### config.mk
export PLATFORM = sky130hd
export DESIGN_NAME = axi_id_serialize
export DESIGN_NICKNAME = d
export VERILOG_FILES = /design/src/common/axi_rd_pkg.sv /design/src/common/serialize_pkg.sv /design/src/serializer/serialize_ctrl.sv /design/src/serializer/ar_spill_reg.sv /design/src/serializer/r_id_restore.sv /design/src/hw/axi_id_serialize.sv
export SDC_FILE = /design/constraint.sdc
export NUM_CORES = 1
export LEC_CHECK = 0
export ABC_CLOCK_PERIOD_IN_PS = 9370
export BUFFER_PORTS_ARGS = -buffer_cell sky130_fd_sc_hd__buf_2
export CORE_UTILIZATION = 50
export CTS_BUF_LIST = sky130_fd_sc_hd__clkbuf_8 sky130_fd_sc_hd__clkbuf_16
export DETAILED_ROUTE_END_ITERATION = 7
export PLACE_DENSITY_LB_ADDON = 0.25
export SYNTH_ARGS = -nofsm -noshare
export SYNTH_HDL_FRONTEND = slang
export SYNTH_HIERARCHICAL = 1
export SYNTH_SLANG_ARGS = --single-unit
export TNS_END_PERCENT = 5
### constraint.sdc
create_clock -name clk_i -period 9.37 [get_ports clk_i]
set_input_delay 1.874 -clock clk_i [delete_from_list [all_inputs] [get_ports clk_i]]
set_output_delay 1.874 -clock clk_i [all_outputs]
set_load 0.05 [all_outputs]
### src/common/axi_rd_pkg.sv
// AXI read channel widths, ID/address/data words and the AR and R channel
// structs for the slave and master ports
`default_nettype none

package axi_rd_pkg;

  localparam int unsigned SLV_ID_WIDTH = 6;
  localparam int unsigned MST_ID_WIDTH = 2;
  localparam int unsigned ADDR_WIDTH   = 32;
  localparam int unsigned DATA_WIDTH   = 32;

  typedef logic [SLV_ID_WIDTH-1:0] slv_id_t;
  typedef logic [MST_ID_WIDTH-1:0] mst_id_t;
  typedef logic [ADDR_WIDTH-1:0]   addr_t;
  typedef logic [DATA_WIDTH-1:0]   data_t;

  // Only the two codes a single-beat read slave returns here
  typedef enum logic [1:0] {
    OKAY   = 2'b00,
    SLVERR = 2'b10
  } rresp_e;

  typedef struct packed {
    slv_id_t id;
    addr_t   addr;
  } slv_ar_t;

  typedef struct packed {
    mst_id_t id;
    addr_t   addr;
  } mst_ar_t;

  typedef struct packed {
    slv_id_t id;
    data_t   data;
    rresp_e  resp;
  } slv_r_t;

  typedef struct packed {
    mst_id_t id;
    data_t   data;
    rresp_e  resp;
  } mst_r_t;

endpackage

`default_nettype wire

### src/common/serialize_pkg.sv
// Slot state enum, slot index and count types, slot table entry
`default_nettype none

package serialize_pkg;

  import axi_rd_pkg::*;

  // FULL means the count sits at MAX_TXNS_PER_SLOT
  typedef enum logic [1:0] {
    SLOT_FREE = 2'd0,
    SLOT_OPEN = 2'd1,
    SLOT_FULL = 2'd2
  } slot_state_e;

  // Slot number doubles as the master port ID
  typedef logic [MST_ID_WIDTH-1:0] slot_idx_t;

  typedef logic [3:0] slot_cnt_t;

  typedef struct packed {
    slot_state_e state;
    slv_id_t     held_id;
    slot_cnt_t   cnt;
  } slot_entry_t;

endpackage

`default_nettype wire

### src/serializer/serialize_ctrl.sv
// Slot table with admission check and per-slot outstanding read counters
`timescale 1ns/100ps
`default_nettype none

module serialize_ctrl
  import axi_rd_pkg::*;
  import serialize_pkg::*;
#(
  parameter int unsigned NUM_SLOTS         = 3,
  parameter int unsigned MAX_TXNS_PER_SLOT = 4
) (
  input  logic                    clk_i,
  input  logic                    reset_i,
  // Slave AR request
  input  slv_id_t                 ar_id_i,
  input  logic                    ar_valid_i,
  input  logic                    spill_ready_i,
  output logic                    ar_ready_o,
  output slot_idx_t               ar_slot_o,
  // Retire report from the R path
  input  logic                    retire_valid_i,
  input  slot_idx_t               retire_slot_i,
  output slv_id_t [NUM_SLOTS-1:0] held_ids_o
);

  localparam slot_cnt_t CNT_MAX = slot_cnt_t'(MAX_TXNS_PER_SLOT);

  slot_entry_t slot_tab [NUM_SLOTS];
  slot_entry_t sel_entry;
  logic        admit;
  logic        ar_fire;

  // Slave ID folds onto the slot, which is also the master ID
  assign ar_slot_o = slot_idx_t'(ar_id_i % NUM_SLOTS);
  assign sel_entry = slot_tab[ar_slot_o];

  // Free slot takes any ID; an open slot only takes more of its own ID
  always_comb begin
    admit = 1'b0;
    case (sel_entry.state)
      SLOT_FREE: admit = 1'b1;
      SLOT_OPEN: admit = (sel_entry.held_id == ar_id_i);
      default:   admit = 1'b0;
    endcase
  end

  assign ar_ready_o = admit & spill_ready_i;
  assign ar_fire    = ar_valid_i & ar_ready_o;

  for (genvar i = 0; i < NUM_SLOTS; i++) begin : gen_slot
    slot_entry_t entry_q;
    slot_cnt_t   cnt_d;
    logic        inc;
    logic        dec;

    assign inc = ar_fire && (ar_slot_o == slot_idx_t'(i));
    assign dec = retire_valid_i && (retire_slot_i == slot_idx_t'(i));

    // Admit and retire together cancel out
    always_comb begin
      cnt_d = entry_q.cnt;
      if (inc && !dec) begin
        cnt_d = entry_q.cnt + 1'b1;
      end else if (dec && !inc) begin
        cnt_d = entry_q.cnt - 1'b1;
      end
    end

    always_ff @(posedge clk_i) begin
      if (reset_i) begin
        entry_q.state <= SLOT_FREE;
        entry_q.cnt   <= '0;
      end else begin
        entry_q.cnt <= cnt_d;
        if (cnt_d == '0) begin
          entry_q.state <= SLOT_FREE;
        end else if (cnt_d == CNT_MAX) begin
          entry_q.state <= SLOT_FULL;
        end else begin
          entry_q.state <= SLOT_OPEN;
        end
      end
      // Held ID only changes when the slot is claimed or reused
      if (inc) begin
        entry_q.held_id <= ar_id_i;
      end
    end

    assign slot_tab[i]   = entry_q;
    assign held_ids_o[i] = entry_q.held_id;
  end

endmodule

`default_nettype wire

### src/serializer/ar_spill_reg.sv
// Two-entry AR skid buffer that builds the master AR with the slot as ID
`timescale 1ns/100ps
`default_nettype none

module ar_spill_reg
  import axi_rd_pkg::*;
  import serialize_pkg::*;
(
  input  logic      clk_i,
  input  logic      reset_i,
  input  addr_t     in_addr_i,
  input  slot_idx_t in_slot_i,
  input  logic      in_valid_i,
  output logic      spill_ready_o,
  output mst_ar_t   mst_ar_o,
  output logic      mst_ar_valid_o,
  input  logic      mst_ar_ready_i
);

  mst_ar_t    buf_q [2];
  mst_ar_t    in_ar;
  logic [1:0] cnt_q;
  logic       wr_ptr_q;
  logic       rd_ptr_q;
  logic       push;
  logic       pop;

  assign in_ar.id   = mst_id_t'(in_slot_i);
  assign in_ar.addr = in_addr_i;

  // Space depends on held entries only, so ready never loops back
  assign spill_ready_o  = (cnt_q != 2'd2);
  assign mst_ar_valid_o = (cnt_q != 2'd0);
  assign mst_ar_o       = buf_q[rd_ptr_q];

  assign push = in_valid_i & spill_ready_o;
  assign pop  = mst_ar_valid_o & mst_ar_ready_i;

  always_ff @(posedge clk_i) begin
    if (reset_i) begin
      cnt_q    <= 2'd0;
      wr_ptr_q <= 1'b0;
      rd_ptr_q <= 1'b0;
    end else begin
      if (push) begin
        wr_ptr_q <= ~wr_ptr_q;
      end
      if (pop) begin
        rd_ptr_q <= ~rd_ptr_q;
      end
      if (push && !pop) begin
        cnt_q <= cnt_q + 2'd1;
      end else if (pop && !push) begin
        cnt_q <= cnt_q - 2'd1;
      end
    end
  end

  always_ff @(posedge clk_i) begin
    if (push) begin
      buf_q[wr_ptr_q] <= in_ar;
    end
  end

endmodule

`default_nettype wire

### src/serializer/r_id_restore.sv
// R response register that puts back the slave ID and reports the
// retired slot on the slave R handshake
`timescale 1ns/100ps
`default_nettype none

module r_id_restore
  import axi_rd_pkg::*;
  import serialize_pkg::*;
#(
  parameter int unsigned NUM_SLOTS = 3
) (
  input  logic                    clk_i,
  input  logic                    reset_i,
  // Master R
  input  mst_r_t                  mst_r_i,
  input  logic                    mst_r_valid_i,
  output logic                    mst_r_ready_o,
  // Held slave ID of every slot
  input  slv_id_t [NUM_SLOTS-1:0] held_ids_i,
  // Slave R
  output slv_r_t                  slv_r_o,
  output logic                    slv_r_valid_o,
  input  logic                    slv_r_ready_i,
  // Retire report to the slot table
  output logic                    retire_valid_o,
  output slot_idx_t               retire_slot_o
);

  slv_r_t    r_q;
  slot_idx_t slot_q;
  logic      valid_q;
  logic      load;

  // Accept when empty or drained in this same cycle
  assign mst_r_ready_o = ~valid_q | slv_r_ready_i;
  assign load          = mst_r_valid_i & mst_r_ready_o;

  always_ff @(posedge clk_i) begin
    if (reset_i) begin
      valid_q <= 1'b0;
    end else if (load) begin
      valid_q <= 1'b1;
    end else if (slv_r_ready_i) begin
      valid_q <= 1'b0;
    end
  end

  // The slot stays claimed until retire, so its held ID is stable here
  always_ff @(posedge clk_i) begin
    if (load) begin
      r_q.id   <= held_ids_i[mst_r_i.id];
      r_q.data <= mst_r_i.data;
      r_q.resp <= mst_r_i.resp;
      slot_q   <= slot_idx_t'(mst_r_i.id);
    end
  end

  assign slv_r_o       = r_q;
  assign slv_r_valid_o = valid_q;

  // One retire per delivered beat
  assign retire_valid_o = valid_q & slv_r_ready_i;
  assign retire_slot_o  = slot_q;

endmodule

`default_nettype wire

### src/hw/axi_id_serialize.sv
// AXI read ID serializer top level
// Slot control, AR skid buffer and R ID restore
`timescale 1ns/100ps
`default_nettype none

module axi_id_serialize
  import axi_rd_pkg::*;
  import serialize_pkg::*;
#(
  parameter int unsigned NUM_SLOTS         = 3,
  parameter int unsigned MAX_TXNS_PER_SLOT = 4
) (
  input  logic    clk_i,
  input  logic    reset_i,
  // Slave port
  input  slv_ar_t slv_ar_i,
  input  logic    slv_ar_valid_i,
  output logic    slv_ar_ready_o,
  output slv_r_t  slv_r_o,
  output logic    slv_r_valid_o,
  input  logic    slv_r_ready_i,
  // Master port
  output mst_ar_t mst_ar_o,
  output logic    mst_ar_valid_o,
  input  logic    mst_ar_ready_i,
  input  mst_r_t  mst_r_i,
  input  logic    mst_r_valid_i,
  output logic    mst_r_ready_o
);

  logic                      spill_ready;
  logic                      ar_push;
  slot_idx_t                 ar_slot;
  logic                      retire_valid;
  slot_idx_t                 retire_slot;
  slv_id_t [NUM_SLOTS-1:0]   held_ids;

  // Only admitted requests enter the skid buffer
  assign ar_push = slv_ar_valid_i & slv_ar_ready_o;

  serialize_ctrl #(
    .NUM_SLOTS         (NUM_SLOTS),
    .MAX_TXNS_PER_SLOT (MAX_TXNS_PER_SLOT)
  ) i_serialize_ctrl (
    .clk_i          (clk_i),
    .reset_i        (reset_i),
    .ar_id_i        (slv_ar_i.id),
    .ar_valid_i     (slv_ar_valid_i),
    .spill_ready_i  (spill_ready),
    .ar_ready_o     (slv_ar_ready_o),
    .ar_slot_o      (ar_slot),
    .retire_valid_i (retire_valid),
    .retire_slot_i  (retire_slot),
    .held_ids_o     (held_ids)
  );

  ar_spill_reg i_ar_spill_reg (
    .clk_i          (clk_i),
    .reset_i        (reset_i),
    .in_addr_i      (slv_ar_i.addr),
    .in_slot_i      (ar_slot),
    .in_valid_i     (ar_push),
    .spill_ready_o  (spill_ready),
    .mst_ar_o       (mst_ar_o),
    .mst_ar_valid_o (mst_ar_valid_o),
    .mst_ar_ready_i (mst_ar_ready_i)
  );

  r_id_restore #(
    .NUM_SLOTS (NUM_SLOTS)
  ) i_r_id_restore (
    .clk_i          (clk_i),
    .reset_i        (reset_i),
    .mst_r_i        (mst_r_i),
    .mst_r_valid_i  (mst_r_valid_i),
    .mst_r_ready_o  (mst_r_ready_o),
    .held_ids_i     (held_ids),
    .slv_r_o        (slv_r_o),
    .slv_r_valid_o  (slv_r_valid_o),
    .slv_r_ready_i  (slv_r_ready_i),
    .retire_valid_o (retire_valid),
    .retire_slot_o  (retire_slot)
  );

endmodule

`default_nettype wire

Word level (Yosys, flattened, before mapping)
Memory sizes are Yosys's and may differ from the RTL's. A register that Yosys moved wholly into a read port is not among the register bits.
Index checks and enable logic that the tools add are counted.
{"block": "totals", "latch_bits": 0, "n_memories": 1, "inputBits": 80, "regBits": 83, "mem_bits_ro": 0, "out_inout_bits": 78, "wordCells": 107, "mem_bits_rw": 68}
{"memory": "i_ar_spill_reg.buf_q", "depth": 2, "width": 34, "rd": 1, "rd_clocked_by_memory_dff": 1, "write_ports": 1, "line": "ar_spill_reg.sv:20", "rtl": "mst_ar_t buf_q [2];"}
{"block": "classes", "n_eq_ne": 10, "n_reduce_logical": 34, "muxes": 23, "bitwise_logic": 11, "n_lt_le_gt_ge": 2, "n_addsub": 8, "div_mod_pow": 1, "mul": 0, "shift": 0}
{"op": "$mod A6 B2 Y32 const B", "count": 1}
{"op": "$bmux W12 S2", "count": 1}
{"op": "$mux W12", "count": 2}
{"op": "$mux W4", "count": 6}
{"op": "$logic_and A1 B1 Y1", "count": 14}
{"op": "$add A4 B1 Y4 const B", "count": 3}
{"op": "$bmux W6 S2", "count": 1}
{"op": "$eq A4 B3 Y1 const B", "count": 3}
{"op": "$logic_not A4 Y1", "count": 3}
{"op": "$sub A4 B1 Y4 const B", "count": 3}
{"op": "$mux W2", "count": 5}
{"op": "$logic_not A1 Y1", "count": 8}
{"op": "$and A1 B1 Y1", "count": 6}
{"op": "$eq A2 B1 Y1 const B", "count": 3}
{"op": "$eq A6 B6 Y1", "count": 1}
{"op": "$logic_not A2 Y1", "count": 3}
{"op": "$mux W1", "count": 6}
{"op": "$mux W6", "count": 1}
{"op": "$reduce_bool A2 Y1", "count": 3}
{"op": "$reduce_or A2 Y1", "count": 3}
{"op": "$eq A2 B2 Y1 const B", "count": 2}
{"op": "$ge A3 B3 Y1 const B", "count": 1}
{"op": "$lt A2 B3 Y1 const B", "count": 1}
{"op": "$not A1 Y1", "count": 3}
{"op": "other kinds (6)", "count": 6}

Logic depth before layout (Yosys ltp)
{"block": "logic_depth", "ltp_word": 16, "ltp_mapped": 32, "depth_no_buf": 29}

Modules after synthesis
The synthesis kept the hierarchy.
{"module": "serialize_ctrl", "instances": 1, "area_per_inst_um2": 3235.6, "cells_each": 370, "seq_area_each_um2": 900.9}
{"module": "ar_spill_reg", "instances": 1, "area_per_inst_um2": 2672.6, "cells_each": 130, "seq_area_each_um2": 2142.1}
{"module": "r_id_restore", "instances": 1, "area_per_inst_um2": 1442.6, "cells_each": 62, "seq_area_each_um2": 1281.2}
{"module": "axi_id_serialize", "instances": 1, "area_per_inst_um2": 6.3, "cells_each": 1, "seq_area_each_um2": 0.0}

Worst setup path after synthesis
OpenSTA, ideal clock, no wires.
{"block": "synth_path", "path_kind": "in2out", "startpoint": "input slv_ar_i[36] (netlist bit)", "endpoint": "output slv_ar_ready_o", "cell_stages": 22, "slack_ps": 697, "required_ps": 7496, "t_arrival_ps": 6799, "path_cell_list": "inv_1 > ha_1 > buf_2 > and3b_1 > a211o_1 > nor4_4 > nor2_2 > ha_1 > o31ai_1 > nand2_1 > nor3_2 > nor2_1 > ha_1 > or4b_4 > nor2_4 > a21o_4 > buf_12 > mux2i_2 > a211o_4 > or2_1 > o22a_4 > inv_2"}
{"block": "synth_via", "elab_chain_cells": 8, "word_cells_on_any_way": 10, "classes_between": "div: 1; eq/ne: 2; mux: 4; bitwise: 2; reduce/logical: 1"}
{"element": "from (decl)", "line": "axi_id_serialize.sv:16", "rtl": "input slv_ar_t slv_ar_i,"}
{"element": "$mod A6 B2 Y32", "line": "serialize_ctrl.sv:34", "rtl": "assign ar_slot_o = slot_idx_t'(ar_id_i % NUM_SLOTS);"}
{"element": "$not A2 Y3 (not written as such)", "line": "serialize_ctrl.sv:35", "rtl": "assign sel_entry = slot_tab[ar_slot_o];"}
{"element": "$bmux W12 S2", "line": "serialize_ctrl.sv:35"}
{"element": "$mux W12 (not written as such) (2 in series)", "line": "serialize_ctrl.sv:35"}
{"element": "$eq A6 B6 Y1 (tied with other cells)", "line": "serialize_ctrl.sv:42", "rtl": "SLOT_OPEN: admit = (sel_entry.held_id == ar_id_i);"}
{"element": "$pmux W1 S2 *", "line": "serialize_ctrl.sv:40", "rtl": "case (sel_entry.state)"}
{"element": "$and A1 B1 Y1 *", "line": "serialize_ctrl.sv:47", "rtl": "assign ar_ready_o = admit & spill_ready_i;"}
{"element": "to (decl)", "line": "axi_id_serialize.sv:18", "rtl": "output logic slv_ar_ready_o,"}
Mark *: on every way between the ends. The rest lies on a longest branch, timed or not. The select of a mux whose other input is x is not followed.

Final worst setup path
{"block": "layout_path", "startpoint": "input slv_ar_i[37] (netlist bit)", "endpoint": "output slv_ar_ready_o"}
Same word-level chain as after synthesis.

==> flow_metrics.py <==
metrics = {
    "outcome": {
        "run_status": "complete, no violations",
    },
    "logic_synthesis": {
        "post-synth-top-area-cell": "edfxtp_1",
        "ys_top_cells_by_area": "edfxtp_1, dfxtp_1, mux2_2",
        "synth_warnings": 6,
        "ys_types": 81,
        "netlist_instances": 563,
        "synth_top_area_share_pct": 52.2,
        "seq_area_frac_synth_pct": 58.8,
        "synth_compound_area_share_pct": 12.0,
        "synth_ff_type": "edfxtp_1",
        "synth_edf_count": 128,
        "async_flop_share_pct": 0,
        "synthXorXnorAreaFrac_pct": 2.14,
        "synthesis.nets": 657,
        "synth-simple-area-share_pct": 11.9,
        "synthMuxAreaShare_pct": 7.79,
        "synthAdderAreaFrac_pct": 2.38,
        "syn_avg_cell_area_um2": 13.1,
        "synth_top_family_by_area": "compound AO/OA/AOI/OAI gates",
        "synth.ff_latch_count": 152,
        "syn_area_um2": 7360,
    },
    "finish": {
        "multi_input_area_um2": 2670,
        "antenna_cells": 0,
        "final_area_um2": 8740,
        "area_growth_pct": 18.8,
        "drive_gt1_share_pct": 36.4,
        "nFillCells": 1098,
        "register_area_um2": 4320,
        "final_cells": 899,
        "fin_util_pct": 62.0,
        "final_nets": 800,
    },
    "critical_path": {
        "cp.required_ps": 7500,
        "cp_max_fo": 12,
        "ff2ff_path_depth": 14,
        "cp_num_buf_inv": 6,
        "reg2reg_from": "i_serialize_ctrl/held_ids_o[12]$_DFFE_PP_",
        "critPathKind": "input pin to output port",
        "cp_slowest_cell": "ha_1",
        "critical-path-top-delay-family": "compound AO/OA/AOI/OAI gates",
        "rrSetupSlack_ps": 6160,
        "slowest_delay_ps": 410,
        "worstSetupEndpointType": "output port",
        "crit_arrival_ps": 7030,
        "r2r-end": "i_ar_spill_reg/cnt_q[1]$_SDFFE_PP0P_",
        "cp-start-kind": "input pin",
    },
    "clock_tree": {
        "numClockSinks": 152,
        "cts_made_buffers": 17,
        "ctsRootBufferMaster": "clkbuf_16",
        "clk_latency_ps": 420,
        "path_clk_slew_ps": 60,
        "cts_tree": "yes",
        "clk_path_buf_depth": 2,
        "cts_htree_levels": 4,
    },
    "sta": {
        "drv_slew": 0,
        "max_freq_mhz": 112,
        "fin_hold_ws_ps": 507,
        "maxSlewHeadroom_pct": 31.6,
        "min_period_ps": 8910,
        "finalSetupViolCount": 0,
        "clock_skew_ps": 9.11,
        "setup_slack_ps": 462,
        "rsz0062_at_grt": "false",
        "fin_tns_setup_ps": 0,
        "finalCritPeriodShare_pct": 95.1,
        "hold_viol": 0,
        "tightest_slew_ps": 1030,
    },
    "floorplanning": {
        "design.core.area_um2": 14100,
        "dieHeight_um": 123,
        "io_pins": 158,
        "die_w_um": 123,
        "dieArea_um2": 15200,
        "rows": 43,
        "start_util_pct": 52.2,
    },
    "grt": {
        "grt_pass1_wl_mm": 24.0,
        "overflow": 0,
        "grt_antenna_before_repair": 0,
        "grt_max_degree": 43,
        "grt_pass1_vias": 4675,
        "globalRouteTotalUtil_pct": 21.2,
    },
    "routing": {
        "viasPerCell": 5.72,
        "vias": 5138,
        "drt_iter0_drc": 464,
        "wl_per_cell_um": 18.1,
        "drc": 0,
        "routed_wl_mm": 16.3,
        "antenna_left": 0,
        "first_pass_iters": 5,
    },
    "placed_design": {
        "hpwl_mm": 11.8,
        "place_ws_ps": 532,
        "io_buffers": 157,
        "dpl.cell_count": 865,
        "gp_congestion": 0.917,
        "post_dp_cell_area_um2": 8130,
    },
    "worst_hold_path": {
        "whs_path_depth": 2,
        "holdCritPathClass": "flop to flop",
        "min_from": "i_ar_spill_reg/rd_ptr_q$_SDFFE_PP0P_",
    },
    "power": {
        "peakVddDrop_mv": 0.164,
        "power_density_nw_per_um2": 266,
        "totalPowerFinal_mw": 2.32,
        "p_leak_nw": 3.36,
    },
    "run": {
        "drv_cap": 0,
    },
}
layout by cell type, fill, tap and decap left out, types with 6 or more instances in the layout:
cell type / instances
buf_4: 10
o211ai_1: 7
nand3_1: 9
inv_1: 18
a211oi_1: 7
dfxtp_1: 24
mux2i_1: 15
xnor2_1: 9
nor3_1: 22
clkbuf_16: 17
o31ai_1: 6
and3_1: 6
inv_6: 7
a21oi_1: 19
buf_2: 157
ha_1: 14
nor2_1: 27
mux2_2: 35
and2_1: 10
o21ai_0: 17
a221oi_1: 6
o2bb2ai_1: 8
nand2_1: 24
xor2_1: 9
edfxtp_1: 128
registers in the layout, indices dropped and copies added, names as in the netlist, 2 cells and up, named ones only:
signal,cells
i_ar_spill_reg/buf_q,68
i_r_id_restore/slv_r_o,40
i_serialize_ctrl/gen_slot.entry_q,18
i_serialize_ctrl/held_ids_o,18
i_ar_spill_reg/cnt_q,2
i_r_id_restore/retire_slot_o,2
how the worst max path moves through the flow:
stage          slack (ps)  cells past startpoint        endpoint         start
2_1_floorplan         700                     22  slv_ar_ready_o  slv_ar_i[36]
4_1_cts               500                     26  slv_ar_ready_o  slv_ar_i[36]
3_5_place_dp          530                     26  slv_ar_ready_o  slv_ar_i[36]
3_3_place_gp          700                     26  slv_ar_ready_o  slv_ar_i[37]
6_report              460                     27  slv_ar_ready_o  slv_ar_i[37]
5_1_grt               110                     27  slv_ar_ready_o  slv_ar_i[37]
kinds of logic (layout without fill, tap and decap cells):
family / count (synthesis) / after routing
AOI/OAI and AO/OA: 116 / 116
xor gates and xnor gates: 18 / 18
adders and majority gates: 14 / 14
buffers and inverters: 62 / 218
DFF: 152 / 152
muxes: 52 / 52
and+or+nand+nor: 149 / 149
routing by layer:
layer	track usage (%)	up-vias	routed length (um)
met1	27.6	2425	6720
li1	-	2419	-
met4	7.68	0	220
met2	34.3	274	7730
met5	0	-	0
met3	5.40	20	1610
cells in the mapped netlist (4+ instances only):
cell type    n
ha_1        14
buf_4       21
buf_6        4
and3_1       6
o31ai_1      6
a211oi_1     7
mux2i_1     15
dfxtp_1     24
nor3b_1      4
mux2_2      35
nand2b_1     5
xnor2_1      9
o2bb2ai_1    8
inv_1       18
o211ai_1     7
a21oi_1     19
nand3_1      9
nor3_1      22
a22oi_1      5
clkbuf_1     6
a31oi_1      5
nand2_1     24
buf_2        9
nor2_1      28
a221oi_1     6
xor2_1       9
or3_1        4
edfxtp_1   128
and2_1      11
o21ai_0     17
tightest hold or removal path, stage by stage, from the launching register on:
cell,delay (ps)
dfxtp_1,330
xor2_1,80
nor2_1,70
report_power, final:
group          internal (mW)  switching (mW)
combinational          0.232           0.530
clock                  0.376           0.293
sequential             0.851          0.0413
total                   1.46           0.864
area by class of cell:
class,instances,area share [%]
Inverter,19,0.816
Timing Repair Buffer,167,9.85
Clock buffer,17,4.87
Multi-Input combinational cell,349,30.5
Tap cell,180,2.58
Clock inverter,15,1.86
Sequential cell,152,49.5
what timing repair did:
| action | 4_1_cts | 5_1_grt |
|---|---|---|
| endpoints found under the setup margin | 0 | 1 |
| setup buffers | 0 | 2 |
| hold buffers | 0 | 0 |
| gates resized for setup | 0 | 1 |
| hold endpoints to repair | 0 | 0 |
No activity file was read; power rests on OpenSTA's default activity.
